`config.mk`:
```
export PLATFORM = sky130hd
export DESIGN_NAME = soc_backbone
export DESIGN_NICKNAME = d
export VERILOG_FILES = /design/src/soc_pkg.sv /design/src/csr_bus_if.sv /design/src/csr_bridge.sv /design/src/reset_sequencer.sv /design/src/soc_backbone.sv /design/src/sysctl_gpio.sv /design/src/sysctl_timer.sv
export SDC_FILE = /design/constraint.sdc
export NUM_CORES = 1
export LEC_CHECK = 0
export BUFFER_PORTS_ARGS = -buffer_cell sky130_fd_sc_hd__buf_2
export CAP_MARGIN = 20
export CORE_ASPECT_RATIO = 0.8
export CORE_MARGIN = 2
export CORE_UTILIZATION = 40
export CTS_BUF_LIST = sky130_fd_sc_hd__clkbuf_4 sky130_fd_sc_hd__clkbuf_8 sky130_fd_sc_hd__clkbuf_16
export CTS_CLUSTER_DIAMETER = 30
export DETAILED_ROUTE_END_ITERATION = 8
export PLACE_DENSITY_LB_ADDON = 0.3
export SKIP_LAST_GASP = 1
export SYNTH_ARGS = -nofsm -noshare
export SYNTH_HDL_FRONTEND = slang
export SYNTH_HIERARCHICAL = 1
export SYNTH_SLANG_ARGS = --single-unit
```
`constraint.sdc`:
```
create_clock -name sys_clk -period 2.6 [get_ports sys_clk]
set_input_delay 0.52 -clock sys_clk [delete_from_list [all_inputs] [get_ports sys_clk]]
set_output_delay 0.52 -clock sys_clk [all_outputs]
set_load 0.02 [all_outputs]
```
`src/soc_pkg.sv`:
```
/*
 * SoC backbone definitions
 * Register map of the system controller, CSR address layout,
 * reset sequencer counts and bridge state encodings
 */

package soc_pkg;

	// ----------------------------------------------------------------------
	// Bus widths
	// ----------------------------------------------------------------------
	localparam int WB_ADR_W = 32;
	localparam int WB_DAT_W = 32;
	// CSR word address is Wishbone bits 15:2
	localparam int CSR_ADR_W = 14;
	localparam int CSR_BANK_W = 4;
	localparam int CSR_REG_W = 10;

	// ----------------------------------------------------------------------
	// System controller register map
	// ----------------------------------------------------------------------
	localparam logic [CSR_BANK_W-1:0] SYSCTL_BANK = 4'd1;
	localparam logic [CSR_REG_W-1:0] REG_GPIO_IN = 10'd0;
	localparam logic [CSR_REG_W-1:0] REG_GPIO_OUT = 10'd1;
	localparam logic [CSR_REG_W-1:0] REG_GPIO_IRQ_EN = 10'd2;
	localparam logic [CSR_REG_W-1:0] REG_TIMER_CTRL = 10'd4;
	localparam logic [CSR_REG_W-1:0] REG_TIMER_COMPARE = 10'd5;
	localparam logic [CSR_REG_W-1:0] REG_TIMER_COUNTER = 10'd6;
	localparam logic [CSR_REG_W-1:0] REG_SYSTEM_ID = 10'd31;

	// Timer control bits
	localparam int TIMER_CTRL_EN = 0;
	localparam int TIMER_CTRL_AUTORELOAD = 1;

	// Buttons and LEDs
	localparam int GPIO_IN_W = 3;
	localparam int GPIO_OUT_W = 2;

	// Identity word, reads as "MONE"
	localparam logic [WB_DAT_W-1:0] SYSTEM_ID = 32'h4D4F4E45;

	// Reset counts, shortened for simulation
	localparam int FLASH_RST_CYCLES = 16;
	localparam int SYS_RST_CYCLES = 40;
	localparam int FLASH_CNT_W = $clog2(FLASH_RST_CYCLES + 1);
	localparam int HOLD_CNT_W = $clog2(SYS_RST_CYCLES + 1);

	// Bridge FSM states
	localparam logic [1:0] BRG_IDLE = 2'd0;
	localparam logic [1:0] BRG_ACCESS = 2'd1;
	localparam logic [1:0] BRG_ACK = 2'd2;

	// CSR address, raw word or bank/register split
	typedef struct packed {
		logic [CSR_BANK_W-1:0] bank;
		logic [CSR_REG_W-1:0] regnum;
	} csr_field_t;

	typedef union packed {
		logic [CSR_ADR_W-1:0] raw;
		csr_field_t fld;
	} csr_addr_u;

endpackage

```
`src/csr_bus_if.sv`:
```
/*
 * CSR bus
 * Request from the bridge, one registered read word per slave
 */

`timescale 1ns/1ns

interface csr_bus_if;

	// Request, driven by the bridge
	soc_pkg::csr_addr_u csr_a;
	logic csr_we;
	logic [soc_pkg::WB_DAT_W-1:0] csr_dw;

	// Read words, zero unless the slave is addressed
	logic [soc_pkg::WB_DAT_W-1:0] dr_gpio;
	logic [soc_pkg::WB_DAT_W-1:0] dr_timer;

	modport bridge_mp (output csr_a, output csr_we, output csr_dw,
		input dr_gpio, input dr_timer);

	modport gpio_mp (input csr_a, input csr_we, input csr_dw, output dr_gpio);

	modport timer_mp (input csr_a, input csr_we, input csr_dw, output dr_timer);

endinterface

```
`src/csr_bridge.sv`:
```
/*
 * Wishbone to CSR bridge
 * Turns each Wishbone slave cycle into one CSR access,
 * ack two cycles after strobe with the ORed slave read data
 */

`timescale 1ns/1ns

module csr_bridge (
	input logic sys_clk,
	input logic sys_rst_i,
	input logic [soc_pkg::WB_ADR_W-1:0] wb_adr_i,
	input logic [soc_pkg::WB_DAT_W-1:0] wb_dat_i,
	input logic wb_we_i,
	input logic wb_cyc_i,
	input logic wb_stb_i,
	output logic [soc_pkg::WB_DAT_W-1:0] wb_dat_o,
	output logic wb_ack_o,
	csr_bus_if.bridge_mp csr
);

	logic [1:0] state;
	logic req;

	// New request only accepted when idle
	assign req = (state == soc_pkg::BRG_IDLE) && wb_cyc_i && wb_stb_i;

	// ----------------------------------------------------------------------
	// FSM
	// ----------------------------------------------------------------------
	always_ff @(posedge sys_clk) begin
		if (sys_rst_i) begin
			state <= soc_pkg::BRG_IDLE;
			csr.csr_we <= 1'b0;
		end else begin
			// Write strobe lasts the access cycle only
			csr.csr_we <= 1'b0;
			case (state)
				soc_pkg::BRG_IDLE: begin
					if (req) begin
						state <= soc_pkg::BRG_ACCESS;
						csr.csr_we <= wb_we_i;
					end
				end
				// Slaves write or register read data here
				soc_pkg::BRG_ACCESS: state <= soc_pkg::BRG_ACK;
				default: state <= soc_pkg::BRG_IDLE;
			endcase
		end
	end

	// Word address and write data captured with the request
	always_ff @(posedge sys_clk) begin
		if (req) begin
			csr.csr_a.raw <= wb_adr_i[soc_pkg::CSR_ADR_W+1:2];
			csr.csr_dw <= wb_dat_i;
		end
	end

	// ----------------------------------------------------------------------
	// Wishbone response
	// ----------------------------------------------------------------------
	assign wb_ack_o = (state == soc_pkg::BRG_ACK);
	// Unaddressed slaves return zero, so OR is the read mux
	assign wb_dat_o = wb_ack_o ? (csr.dr_gpio | csr.dr_timer) : '0;

	a_ack_single: assert property (@(posedge sys_clk) disable iff (sys_rst_i)
		wb_ack_o |=> !wb_ack_o);

	a_we_in_access: assert property (@(posedge sys_clk) disable iff (sys_rst_i)
		csr.csr_we |-> (state == soc_pkg::BRG_ACCESS));

endmodule

```
`src/reset_sequencer.sv`:
```
/*
 * Reset sequencer
 * Releases the boot flash reset first, then the debounced system reset
 */

`timescale 1ns/1ns

module reset_sequencer (
	input logic sys_clk,
	input logic trigger_reset,
	output logic flash_rst_n_o,
	output logic sys_rst_o
);

	logic [soc_pkg::FLASH_CNT_W-1:0] flash_cnt;
	logic [soc_pkg::HOLD_CNT_W-1:0] hold_cnt;

	always_ff @(posedge sys_clk) begin
		if (trigger_reset) begin
			flash_cnt <= '0;
			hold_cnt <= soc_pkg::SYS_RST_CYCLES[soc_pkg::HOLD_CNT_W-1:0];
			sys_rst_o <= 1'b1;
		end else begin
			// Flash counter saturates at its terminal count
			if (flash_cnt != soc_pkg::FLASH_RST_CYCLES[soc_pkg::FLASH_CNT_W-1:0])
				flash_cnt <= flash_cnt + 1'b1;
			// Hold counter runs down to zero and stays there
			if (hold_cnt != '0)
				hold_cnt <= hold_cnt - 1'b1;
			// One extra register stage on the system reset
			sys_rst_o <= (hold_cnt != '0);
		end
	end

	// Flash leaves reset once the count is reached
	assign flash_rst_n_o =
		(flash_cnt == soc_pkg::FLASH_RST_CYCLES[soc_pkg::FLASH_CNT_W-1:0]);

	// System must never run with the flash still held
	a_flash_before_sys: assert property (@(posedge sys_clk) disable iff (trigger_reset)
		!sys_rst_o |-> flash_rst_n_o);

endmodule

```
`src/soc_backbone.sv`:
```
/*
 * SoC system-control backbone
 * Reset sequencer, Wishbone to CSR bridge, GPIO and timer slaves
 */

`timescale 1ns/1ns

module soc_backbone (
	input logic sys_clk,
	input logic trigger_reset,
	// Wishbone slave
	input logic [soc_pkg::WB_ADR_W-1:0] wb_adr_i,
	input logic [soc_pkg::WB_DAT_W-1:0] wb_dat_i,
	output logic [soc_pkg::WB_DAT_W-1:0] wb_dat_o,
	input logic wb_we_i,
	input logic wb_cyc_i,
	input logic wb_stb_i,
	output logic wb_ack_o,
	// Buttons and LEDs
	input logic [soc_pkg::GPIO_IN_W-1:0] btn_i,
	output logic [soc_pkg::GPIO_OUT_W-1:0] led_o,
	// Interrupt lines
	output logic gpio_irq_o,
	output logic timer_irq_o,
	// Resets
	output logic flash_rst_n_o,
	output logic sys_rst_o
);

	csr_bus_if csr_bus ();

	// ----------------------------------------------------------------------
	// Reset generation, sys_rst_o drives every other block
	// ----------------------------------------------------------------------
	reset_sequencer u_reset_sequencer (
		.sys_clk(sys_clk),
		.trigger_reset(trigger_reset),
		.flash_rst_n_o(flash_rst_n_o),
		.sys_rst_o(sys_rst_o)
	);

	csr_bridge u_csr_bridge (
		.sys_clk(sys_clk),
		.sys_rst_i(sys_rst_o),
		.wb_adr_i(wb_adr_i),
		.wb_dat_i(wb_dat_i),
		.wb_we_i(wb_we_i),
		.wb_cyc_i(wb_cyc_i),
		.wb_stb_i(wb_stb_i),
		.wb_dat_o(wb_dat_o),
		.wb_ack_o(wb_ack_o),
		.csr(csr_bus.bridge_mp)
	);

	// System controller slaves, both in the same bank
	sysctl_gpio u_sysctl_gpio (
		.sys_clk(sys_clk),
		.sys_rst_i(sys_rst_o),
		.csr(csr_bus.gpio_mp),
		.btn_i(btn_i),
		.led_o(led_o),
		.irq_o(gpio_irq_o)
	);

	sysctl_timer u_sysctl_timer (
		.sys_clk(sys_clk),
		.sys_rst_i(sys_rst_o),
		.csr(csr_bus.timer_mp),
		.irq_o(timer_irq_o)
	);

endmodule

```
`src/sysctl_gpio.sv`:
```
/*
 * System controller GPIO slave
 * Button inputs with change interrupt, LED outputs, system ID
 */

`timescale 1ns/1ns

module sysctl_gpio (
	input logic sys_clk,
	input logic sys_rst_i,
	csr_bus_if.gpio_mp csr,
	input logic [soc_pkg::GPIO_IN_W-1:0] btn_i,
	output logic [soc_pkg::GPIO_OUT_W-1:0] led_o,
	output logic irq_o
);

	logic [soc_pkg::GPIO_IN_W-1:0] btn_meta;
	logic [soc_pkg::GPIO_IN_W-1:0] btn_sync;
	logic [soc_pkg::GPIO_IN_W-1:0] btn_prev;
	logic [soc_pkg::GPIO_IN_W-1:0] irq_en;
	logic bank_hit;

	assign bank_hit = (csr.csr_a.fld.bank == soc_pkg::SYSCTL_BANK);

	// Two-flop synchronizer, plus previous value for edge detect
	always_ff @(posedge sys_clk) begin
		btn_meta <= btn_i;
		btn_sync <= btn_meta;
		btn_prev <= btn_sync;
	end

	// ----------------------------------------------------------------------
	// Control registers and interrupt
	// ----------------------------------------------------------------------
	always_ff @(posedge sys_clk) begin
		if (sys_rst_i) begin
			led_o <= '0;
			irq_en <= '0;
			irq_o <= 1'b0;
		end else begin
			// Any enabled input toggling
			irq_o <= |((btn_sync ^ btn_prev) & irq_en);
			if (csr.csr_we && bank_hit) begin
				case (csr.csr_a.fld.regnum)
					soc_pkg::REG_GPIO_OUT: led_o <= csr.csr_dw[soc_pkg::GPIO_OUT_W-1:0];
					soc_pkg::REG_GPIO_IRQ_EN: irq_en <= csr.csr_dw[soc_pkg::GPIO_IN_W-1:0];
					default: ;
				endcase
			end
		end
	end

	// Read word, registered every cycle
	always_ff @(posedge sys_clk) begin
		csr.dr_gpio <= '0;
		if (bank_hit) begin
			case (csr.csr_a.fld.regnum)
				soc_pkg::REG_GPIO_IN: csr.dr_gpio[soc_pkg::GPIO_IN_W-1:0] <= btn_sync;
				soc_pkg::REG_GPIO_OUT: csr.dr_gpio[soc_pkg::GPIO_OUT_W-1:0] <= led_o;
				soc_pkg::REG_GPIO_IRQ_EN: csr.dr_gpio[soc_pkg::GPIO_IN_W-1:0] <= irq_en;
				soc_pkg::REG_SYSTEM_ID: csr.dr_gpio <= soc_pkg::SYSTEM_ID;
				default: ;
			endcase
		end
	end

endmodule

```
`src/sysctl_timer.sv`:
```
/*
 * System controller compare timer
 * Counts up while enabled, interrupts and wraps on compare match,
 * one-shot unless autoreload is set
 */

`timescale 1ns/1ns

module sysctl_timer (
	input logic sys_clk,
	input logic sys_rst_i,
	csr_bus_if.timer_mp csr,
	output logic irq_o
);

	logic ctrl_en;
	logic ctrl_autoreload;
	logic [soc_pkg::WB_DAT_W-1:0] compare;
	logic [soc_pkg::WB_DAT_W-1:0] counter;
	logic [soc_pkg::WB_DAT_W-1:0] ctrl_word;
	logic bank_hit;
	logic hit;

	assign bank_hit = (csr.csr_a.fld.bank == soc_pkg::SYSCTL_BANK);
	assign hit = (counter == compare);

	// Control register as seen on the bus
	always_comb begin
		ctrl_word = '0;
		ctrl_word[soc_pkg::TIMER_CTRL_EN] = ctrl_en;
		ctrl_word[soc_pkg::TIMER_CTRL_AUTORELOAD] = ctrl_autoreload;
	end

	// ----------------------------------------------------------------------
	// Counter and registers
	// ----------------------------------------------------------------------
	always_ff @(posedge sys_clk) begin
		if (sys_rst_i) begin
			ctrl_en <= 1'b0;
			ctrl_autoreload <= 1'b0;
			compare <= '0;
			counter <= '0;
			irq_o <= 1'b0;
		end else begin
			irq_o <= ctrl_en && hit;
			if (ctrl_en) begin
				if (hit) begin
					// Wrap, and stop here in one-shot mode
					counter <= '0;
					ctrl_en <= ctrl_autoreload;
				end else begin
					counter <= counter + 1'b1;
				end
			end
			// Bus writes take priority over counting
			if (csr.csr_we && bank_hit) begin
				case (csr.csr_a.fld.regnum)
					soc_pkg::REG_TIMER_CTRL: begin
						ctrl_en <= csr.csr_dw[soc_pkg::TIMER_CTRL_EN];
						ctrl_autoreload <= csr.csr_dw[soc_pkg::TIMER_CTRL_AUTORELOAD];
					end
					soc_pkg::REG_TIMER_COMPARE: compare <= csr.csr_dw;
					soc_pkg::REG_TIMER_COUNTER: counter <= csr.csr_dw;
					default: ;
				endcase
			end
		end
	end

	// Read word, registered every cycle
	always_ff @(posedge sys_clk) begin
		csr.dr_timer <= '0;
		if (bank_hit) begin
			case (csr.csr_a.fld.regnum)
				soc_pkg::REG_TIMER_CTRL: csr.dr_timer <= ctrl_word;
				soc_pkg::REG_TIMER_COMPARE: csr.dr_timer <= compare;
				soc_pkg::REG_TIMER_COUNTER: csr.dr_timer <= counter;
				default: ;
			endcase
		end
	end

	// Pulse comes from a match seen while running
	a_irq_enabled: assert property (@(posedge sys_clk) disable iff (sys_rst_i)
		irq_o |-> $past(ctrl_en));

endmodule

```
; ---- Word-level counts from Yosys, hierarchy flattened
; Index checks and enable logic that the tools add are counted.
[totals]
regBits = 207
input_bits = 72
out_inout_bits = 39
word_cells = 69
[op_classes]
add_sub_neg = 3
eq_ne = 13
n_mux = 15
n_bitwise = 5
reduce_logical = 13
[ops]
columns = operator, count
row1 = 2-to-1 mux 32 bit, 5
row2 = case mux 32 bit (3 select lines), 1
row3 = adder 32 x 1 -> 32 bit (second input constant), 1
row4 = equality test 32 bit, 1
row5 = bitwise OR 32 bit, 1
row6 = equality test 10 x 3 -> 1 bit (second input constant), 3
row7 = 2-to-1 mux 28 bit, 1
row8 = equality test 10 x 1 -> 1 bit (second input constant), 1
row9 = equality test 10 x 2 -> 1 bit (second input constant), 1
row10 = equality test 10 x 5 -> 1 bit (second input constant), 1
row11 = logical NOT 10 bit, 1
row12 = case mux 2 bit (4 select lines), 1
row13 = AND reduction 2 bit, 4
row14 = nonzero test 6 bit, 1
row15 = OR reduction 3 bit, 2
row16 = subtractor 6 x 1 -> 6 bit (second input constant), 1
row17 = adder 5 x 1 -> 5 bit (second input constant), 1
row18 = equality test 5 bit (second input constant), 1
row19 = != test 5 bit (second input constant), 1
row20 = equality test 4 x 1 -> 1 bit (second input constant), 1
row21 = logical AND 1 bit, 4
row22 = 2-to-1 mux 1 bit, 4
row23 = case mux 2 bit (2 select lines), 1
row24 = AND 3 bit, 1
row25 = other kinds (8), 9

; ---- Longest topological paths before layout
; Gate-level depths: netlist (run 1).
[logic_depth]
word_depth = 5
ltp_mapped = 7
mapped_depth_nobuf = 6

; ---- Hierarchy
; The synthesis (run 1) kept the hierarchy.
[by_module_without_submodules]
columns = module, instances, cells_per_inst, area_each_um2, seq_area_each_um2
row1 = sysctl_timer, 1, 518, 4508.1, 1981.9
row2 = csr_bridge, 1, 124, 1770.4, 1441.4
row3 = sysctl_gpio, 1, 93, 928.4, 380.4
row4 = reset_sequencer, 1, 56, 550.5, 240.2

; ---- Least setup slack after synthesis (run 1)
; OpenSTA, ideal clock, no wires.
[synth_path]
path_type = input-to-reg
from = input port wb_stb_i
to = register u_csr_bridge.csr.csr_a[0] (enable)
setup_time_ns = 0.400
arrival_ns = 1.585
required_time_ns = 2.200
path_slack_ns = 0.615
stages = 2
n_path_buf = 0
path_cell_list = nand4bb_1 -> inv_1
[synth_via]
elab_chain_len = 1
[synth_rtl]
columns = item, line_no
row1 = "start, declared", soc_backbone.sv:17  ; input logic wb_stb_i,
row2 = logical AND 1 bit, csr_bridge.sv:26  ; assign req = (state == soc_pkg::BRG_IDLE) && wb_cyc_i && wb_stb_i;
row3 = named net u_csr_bridge.req, csr_bridge.sv:23  ; logic req;
row4 = "end, declared", csr_bus_if.sv:19  ; modport bridge_mp (output csr_a, output csr_we, output csr_dw,
; The timed path passes the listed nets, and every way through them passes these cells.
; A chain may end at the register's enable or synchronous reset.

; ---- Final worst setup path (run 1)
[layout_path]
from = register u_sysctl_timer/counter[0] (netlist name)
to = register u_sysctl_timer/counter[28] (netlist name)
[layout_via]
elab_chain_len = 5
elab_cells_between_ends = 6
classes_between = 1 x add/sub / 1 x eq/ne / 4 x mux
[layout_rtl]
columns = item, line_no
row1 = "start, declared", sysctl_timer.sv:19  ; logic [soc_pkg::WB_DAT_W-1:0] counter;
row2 = "start signal, assigned", sysctl_timer.sv:52  ; counter <= counter + 1'b1;
row3 = "start signal, assigned", sysctl_timer.sv:63  ; soc_pkg::REG_TIMER_COUNTER: counter <= csr.csr_dw;
row4 = adder 32 x 1 -> 32 bit or equality test 32 bit (tied branches), "sysctl_timer.sv:52, sysctl_timer.sv:25"
row5 = 2-to-1 mux 32 bit *, sysctl_timer.sv:47  ; if (hit) begin
row6 = 2-to-1 mux 32 bit *, sysctl_timer.sv:46  ; if (ctrl_en) begin
row7 = 2-to-1 mux 32 bit, sysctl_timer.sv:57  ; case (csr.csr_a.fld.regnum)
row8 = 2-to-1 mux 32 bit *, sysctl_timer.sv:56  ; if (csr.csr_we && bank_hit) begin
; Mark *: on every way between the ends. The rest lies on a longest branch, timed or not.

==> metrics.yaml, run 1 <==
yosys:
  syn_area_um2: 7760
  ys_ff_latch: 179
  synth_ff_type: "dfxtp_1"
  syn_area_per_cell_um2: 9.81
  synth-edff-count: 46
  yosys_warnings: 6
  syn-instance-count: 791
  yosys.cell_types.count: 60
  synth-async-reset-ratio_pct: 0
  synth_seq_area_share_pct: 52.1
setup_path:
  worstReg2RegEnd: "u_sysctl_timer/counter[28]"
  worstSetupEndpoint: "u_sysctl_timer/counter[28]"
  rrSetupSlack_ps: 310
  r2r-start: "u_sysctl_timer/counter[0]"
  crit_fanout: 6
  cp-start-kind: "register"
  crit_path_end_kind: "register"
  worstSetupPathType: "reg -> reg"
  critPathRequiredTime_ps: 2930
  r2r_cells: 6
  critical_path_arrival_ps: 2620
  crit_path_start: "u_sysctl_timer/counter[0]"
drt:
  totalWireLength_mm: 17.8
  drc: 0
  first_pass_iters: 6
  vias_per_cell: 4.94
  drtIter0Drc: 434
  avgRoutedWirePerCell_um: 15.7
  vias: 5603
  ant_nets: 0
floorplan:
  start_util_pct: 40.9
  rows: 45
  pin_count: 111
  die_w_um: 160
  dieArea_um2: 20500
  fp.dieH_um: 129
  core_um2: 19000
sta:
  hold_viol: 0
  finalCritPeriodShare_pct: 88.1
  slew_headroom_pct: 55.4
  min_period_ps: 2290
  tightest_slew_ps: 669
  fin_tns_setup_ps: 0
  slew_viol_final: 0
  rsz0062_at_grt: "no"
  finClkSkew_ps: 8.87
  fmax_ghz: 0.437
  setup_viol: 0
cts:
  numClockSinks: 179
  clk_pin_slew_ps: 60
  tritoncts: "done"
  insertion_delay_ps: 430
  htree_levels: 4
  hold_buffers: 0
  root_buffer: "clkbuf_16"
  post-cts-setup-buffers: 0
  numCtsBuffers: 17
  cts_resized: 0
  clockBufferDepth: 2
layout:
  final_core_util_pct: 47.0
  layout-drive-gt1-share_pct: 19.9
  final_nets: 940
  final_cell_area_um2: 8910
  final_cell_mix: "dfxtp_1, nor2_1, nand2_1"
  layout_commonest_cell: "dfxtp_1"
  syn_to_final_growth_pct: 14.9
  diodes: 0
  finalNonFillerCells: 1134
place:
  routabilityCongestion: 0.859
  portBuffers: 92
  place_area_um2: 8340
  dp.cells: 1102
  post-dp-hpwl_mm: 12.4
global_route:
  met1_usage_pct: 26.2
  globalRouteMet3Util_pct: 4.42
  grt_use_met2_pct: 26.5
  grt_max_degree: 60
  grt.busiest_layer: "met2"
  grt_pass1_wl_mm: 28.7
  grt_pass1_vias: 5285
  grt_usage_pct: 18.0
  gr-total-overflow: 0
  antenna_found_initial: 0
min_path:
  hold_path.startpoint: "btn_i[2]"
  hold_class: "in -> reg"
job:
  max-cap-violations: 0
power:
  p_per_area_nw_per_um2: 630
  worst_ir_drop_vdd_v: 0.000376
  power_leakage_nw: 3.34
run_status:
  status: "finished clean"
-- worst min path at each step --
stage	endpoint	slack, ps	cells past startpoint
2_1_floorplan	u_sysctl_gpio/btn_sync[0]	310	0
3_3_place_gp	u_sysctl_gpio/btn_sync[1]	310	0
3_5_place_dp	u_sysctl_gpio/btn_sync[2]	320	0
4_1_cts	u_sysctl_gpio/btn_meta[2]	170	1
5_1_grt	u_sysctl_gpio/btn_meta[0]	170	1
6_report	u_sysctl_gpio/btn_meta[2]	190	1
-- worst max-delay path: stages, from the launching register on --
cell	delay [ps]
dfxtp_1	450
ha_1	240
nand4_2	190
or3_1	560
nor4_4	280
xnor2_1	110
a2111oi_2	340
-- where the power goes --
part	internal, mW	switching [mW]	total (mW)
sequential	2.92	0.0483	2.97
clock	1.40	1.08	2.48
combinational	0.0869	0.0839	0.171
-- per-layer routing --
layer / vias to the layer above / share of wire [%] / wire length, um
met5: - / 0 / 0
met4: 0 / 1.1 / 191
met3: 17 / 5.7 / 1010
met2: 151 / 42 / 7430
met1: 2599 / 51 / 9120
li1: 2836 / - / -
-- cell usage after synthesis, types with 2 or more instances --
| master | count | area share, % |
|---|---|---|
| xor2_1 | 50 | 5.6 |
| clkinv_1 | 2 | 0.097 |
| nor2b_1 | 3 | 0.24 |
| ha_1 | 5 | 0.81 |
| buf_4 | 31 | 3.0 |
| buf_6 | 5 | 0.73 |
| nor3_1 | 14 | 0.90 |
| nor4b_2 | 2 | 0.39 |
| o2bb2ai_1 | 20 | 2.3 |
| nand2_1 | 93 | 4.5 |
| o32ai_1 | 7 | 0.79 |
| o21ai_0 | 5 | 0.32 |
| nand4_2 | 2 | 0.32 |
| a31oi_1 | 2 | 0.16 |
| xnor2_1 | 22 | 2.5 |
| dfxtp_1 | 133 | 34 |
| or4_1 | 4 | 0.39 |
| nand2b_1 | 11 | 0.89 |
| nor2_1 | 123 | 6.0 |
| a21oi_1 | 36 | 2.3 |
| nand3_1 | 16 | 1.0 |
| or3_4 | 2 | 0.29 |
| o211ai_1 | 2 | 0.19 |
| inv_1 | 13 | 0.63 |
| a2111oi_2 | 2 | 0.39 |
| nor4_2 | 2 | 0.32 |
| nor4_1 | 12 | 0.97 |
| nor4b_1 | 2 | 0.23 |
| mux2_2 | 2 | 0.29 |
| a22oi_1 | 30 | 2.9 |
| nor3b_1 | 3 | 0.29 |
| clkbuf_1 | 28 | 1.4 |
| or3_1 | 2 | 0.16 |
| nand4_1 | 12 | 0.97 |
| edfxtp_1 | 46 | 18 |
| and4_1 | 2 | 0.23 |
| mux2i_1 | 12 | 1.5 |
| buf_2 | 11 | 0.71 |
-- kinds of logic (layout without fill, tap and decap cells) --
| group | Yosys count | count (layout) | share of synthesized area [%] |
|---|---|---|---|
| AOI/OAI and AO/OA | 111 | 111 | 10.4 |
| other | 1 | 15 | 0.0483 |
| muxes | 14 | 14 | 1.84 |
| buffers and inverters | 91 | 162 | 6.56 |
| DFF | 179 | 179 | 52.1 |
| and+or+nand+nor | 318 | 318 | 20.1 |
| xor gates and xnor gates | 72 | 72 | 8.13 |
| adders and majority gates | 5 | 5 | 0.806 |
-- flip-flops by register name, indices dropped and copies added (netlist names), 4 cells and up --
register and cells:
u_sysctl_gpio/csr.dr_gpio 4, u_sysctl_timer/csr.dr_timer 32, u_csr_bridge/csr.csr_a 14, u_sysctl_timer/counter 32, u_csr_bridge/csr.csr_dw 32, u_reset_sequencer/hold_cnt 6, u_reset_sequencer/flash_cnt 5, u_sysctl_timer/compare 32
-- area by class of cell --
type	instances	area [um2]
Clock buffer	23	513
Clock inverter	9	65.1
Fill cell	1831	10100
Inverter	15	56.3
Multi-Input combinational cell	535	3270
Sequential cell	179	4050
Tap cell	258	323
Timing Repair Buffer	115	646
-- through the flow --
stage               setup WS [ps]  power, mW  hold slack [ps]
global placement              363       3.19              312
floorplan                     615       3.13              310
global route                  215       5.84              174
CTS                           334       5.69              174
finish                        310       5.62              188
detailed placement            363       3.20              315
Power figures use the tool's default switching activity.
==> run 2: changes to the inputs <==
Settings changed: BUFFER_PORTS_ARGS -buffer_cell sky130_fd_sc_hd__buf_2 to unset, DONT_BUFFER_PORTS set to 1.
==> metrics.yaml, run 2 (synthesized netlist as in run 1, its figures left out) <==
run_status:
  status: "finished clean"
cts:
  numClockSinks: 179  # unchanged
  clockBufferDepth: 2  # unchanged
  tritoncts: "done"
  htree_levels: 4  # unchanged
  root_buffer: "clkbuf_16"
  hold_buffers: 0  # unchanged
  post-cts-setup-buffers: 0  # unchanged
  numCtsBuffers: 17  # unchanged
  clk_pin_slew_ps: 60  # about the same
  cts_resized: 0  # unchanged
  insertion_delay_ps: 430  # about the same
floorplan:
  pin_count: 111  # unchanged
  fp.dieH_um: 129  # unchanged
  start_util_pct: 40.9  # unchanged
  dieArea_um2: 20500  # unchanged
  die_w_um: 160  # unchanged
  core_um2: 19000  # unchanged
  rows: 45  # unchanged
drt:
  vias: 5357  # -4.4%
  ant_nets: 0  # unchanged
  drtIter0Drc: 455  # +4.8%
  first_pass_iters: 6  # unchanged
  totalWireLength_mm: 17.8  # +0.41%
  drc: 0  # unchanged
  avgRoutedWirePerCell_um: 17.0  # +8.3%
  vias_per_cell: 5.10  # +3.2%
sta:
  finalCritPeriodShare_pct: 86.2  # -1.9 points
  finClkSkew_ps: 11.4  # +2.48 ps
  fin_tns_setup_ps: 0  # unchanged
  whs_ps: 110  # -77.5 ps
  min_period_ps: 2240  # -48.6 ps
  setup_ws_ps: 359  # +48.6 ps
  slew_headroom_pct: 50.8  # -4.6 points
  fmax_ghz: 0.446  # +2.2%
  rsz0062_at_grt: "no"
  setup_viol: 0  # unchanged
  slew_viol_final: 0  # unchanged
  tightest_slew_ps: 739  # +69.4 ps
  hold_viol: 0  # unchanged
power:
  power_leakage_nw: 2.94  # -12%
  worst_ir_drop_vdd_v: 0.000373  # -0.80%
  p_clk_share_pct: 43.3  # -0.8 points
  swShare_pct: 21.4  # -0.10 points
  p_per_area_nw_per_um2: 643  # +2.0%
  p_int_mw: 4.29  # -2.7%
  combPwrFrac_pct: 2.4  # -0.6 points
  p_switching_mw: 1.17  # -3.3%
  seqPwrFrac_pct: 54.3  # +1.5 points
setup_path:
  cp-start-kind: "register"
  critPathRequiredTime_ps: 2930  # about the same
  critical_path_arrival_ps: 2570  # -50 ps
  crit_path_end_kind: "register"
  crit_fanout: 6  # unchanged
  worstSetupPathType: "reg -> reg"
layout:
  seq_area_um2: 4050  # unchanged
  layout_commonest_cell: "dfxtp_1"
  final_nets: 857  # -8.8%
  layout-drive-gt1-share_pct: 11.3  # -8.5 points
  finalNonFillerCells: 1051  # -7.3%
  final_cell_mix: "dfxtp_1, nor2_1, nand2_1"
  multiInputGateArea_um2: 3270  # unchanged
  fill_cells: 1842  # +0.60%
  diodes: 0  # unchanged
  syn_to_final_growth_pct: 9.52
global_route:
  grt_pass1_vias: 4977  # -5.8%
  gr-total-overflow: 0  # unchanged
  antenna_found_initial: 0  # unchanged
  grt_usage_pct: 17.7  # -0.25 points
  grt_max_degree: 60  # unchanged
  grt_pass1_wl_mm: 28.3  # -1.5%
place:
  routabilityCongestion: 0.848  # -1.3%
  post-dp-hpwl_mm: 12.3  # -0.42%
  dp.cells: 1019  # -7.5%
  pre_cts_slack_ps: 399  # +36.2 ps
  portBuffers: 0  # -100%
min_path:
  hold_class: "in -> reg"
job:
  max-cap-violations: 0  # unchanged
==> run 2: changes by cell type in the layout (fill, tap and decap cells not counted) <==
cell	change
clkinv_1	+1
clkinvlp_4	+1
inv_6	-1
clkinv_2	-1
clkbuf_16	-1
buf_2	-92
inv_4	-2
clkbuf_8	-2
clkbuf_4	+2
clkinv_4	+3
buf_4	+9
==> run 2: worst max-delay path, cell delays in order, from the launching register on <==
cell and delay [ps]:
dfxtp_1 470, ha_1 240, nand4_2 190, or3_1 500, buf_4 210, nor3_1 210, xnor2_1 100, o32ai_1 220
==> run 2: final timing paths <==
path	startpoint	endpoint	slack, ps	cells past startpoint
min	btn_i[1]	u_sysctl_gpio/btn_meta[1]	110	0
max reg2reg	u_sysctl_timer/counter[0]	u_sysctl_timer/counter[24]	360	7
min reg2reg	u_sysctl_gpio/btn_meta[2]	u_sysctl_gpio/btn_sync[2]	330	0
max	u_sysctl_timer/counter[0]	u_sysctl_timer/counter[24]	360	7
==> run 2: metrics by stage <==
stage          utilization, %  power [mW]  area [um2]
6_report                 44.8        5.46        8500
5_1_grt                  44.8        5.65        8500
4_1_cts                  44.8        5.52        8500
3_5_place_dp             41.9        3.16        7940
3_3_place_gp             41.9        3.15        7940
2_1_floorplan               -        3.13        7810
==> run 2: routing by layer <==
metal | up-vias | share of wire, % | global-route usage (%)
met3 | 6 | 6.9 | 5.25
met1 | 2533 | 50 | 25.7
met5 | - | 0 | 0
li1 | 2678 | - | -
met4 | 0 | 0.54 | 4.06
met2 | 140 | 42 | 26.1
==> run 2: final cells by class <==
class / instances / share of cell area (%)
Sequential cell: 179 / 47.6
Multi-Input combinational cell: 535 / 38.5
Clock buffer: 22 / 5.60
Tap cell: 258 / 3.80
Timing Repair Buffer: 32 / 2.97
Clock inverter: 10 / 0.898
Inverter: 15 / 0.663
==> run 2: power groups by stage <==
| stage | clock, mW | combinational (mW) | sequential (mW) |
|---|---|---|---|
| finish | 2.37 | 0.129 | 2.97 |
| global route | 2.53 | 0.146 | 2.97 |
| CTS | 2.43 | 0.130 | 2.97 |
| detailed placement | 0 | 0.128 | 3.03 |
| global placement | 0 | 0.126 | 3.03 |
| floorplan | 0 | 0.120 | 3.01 |
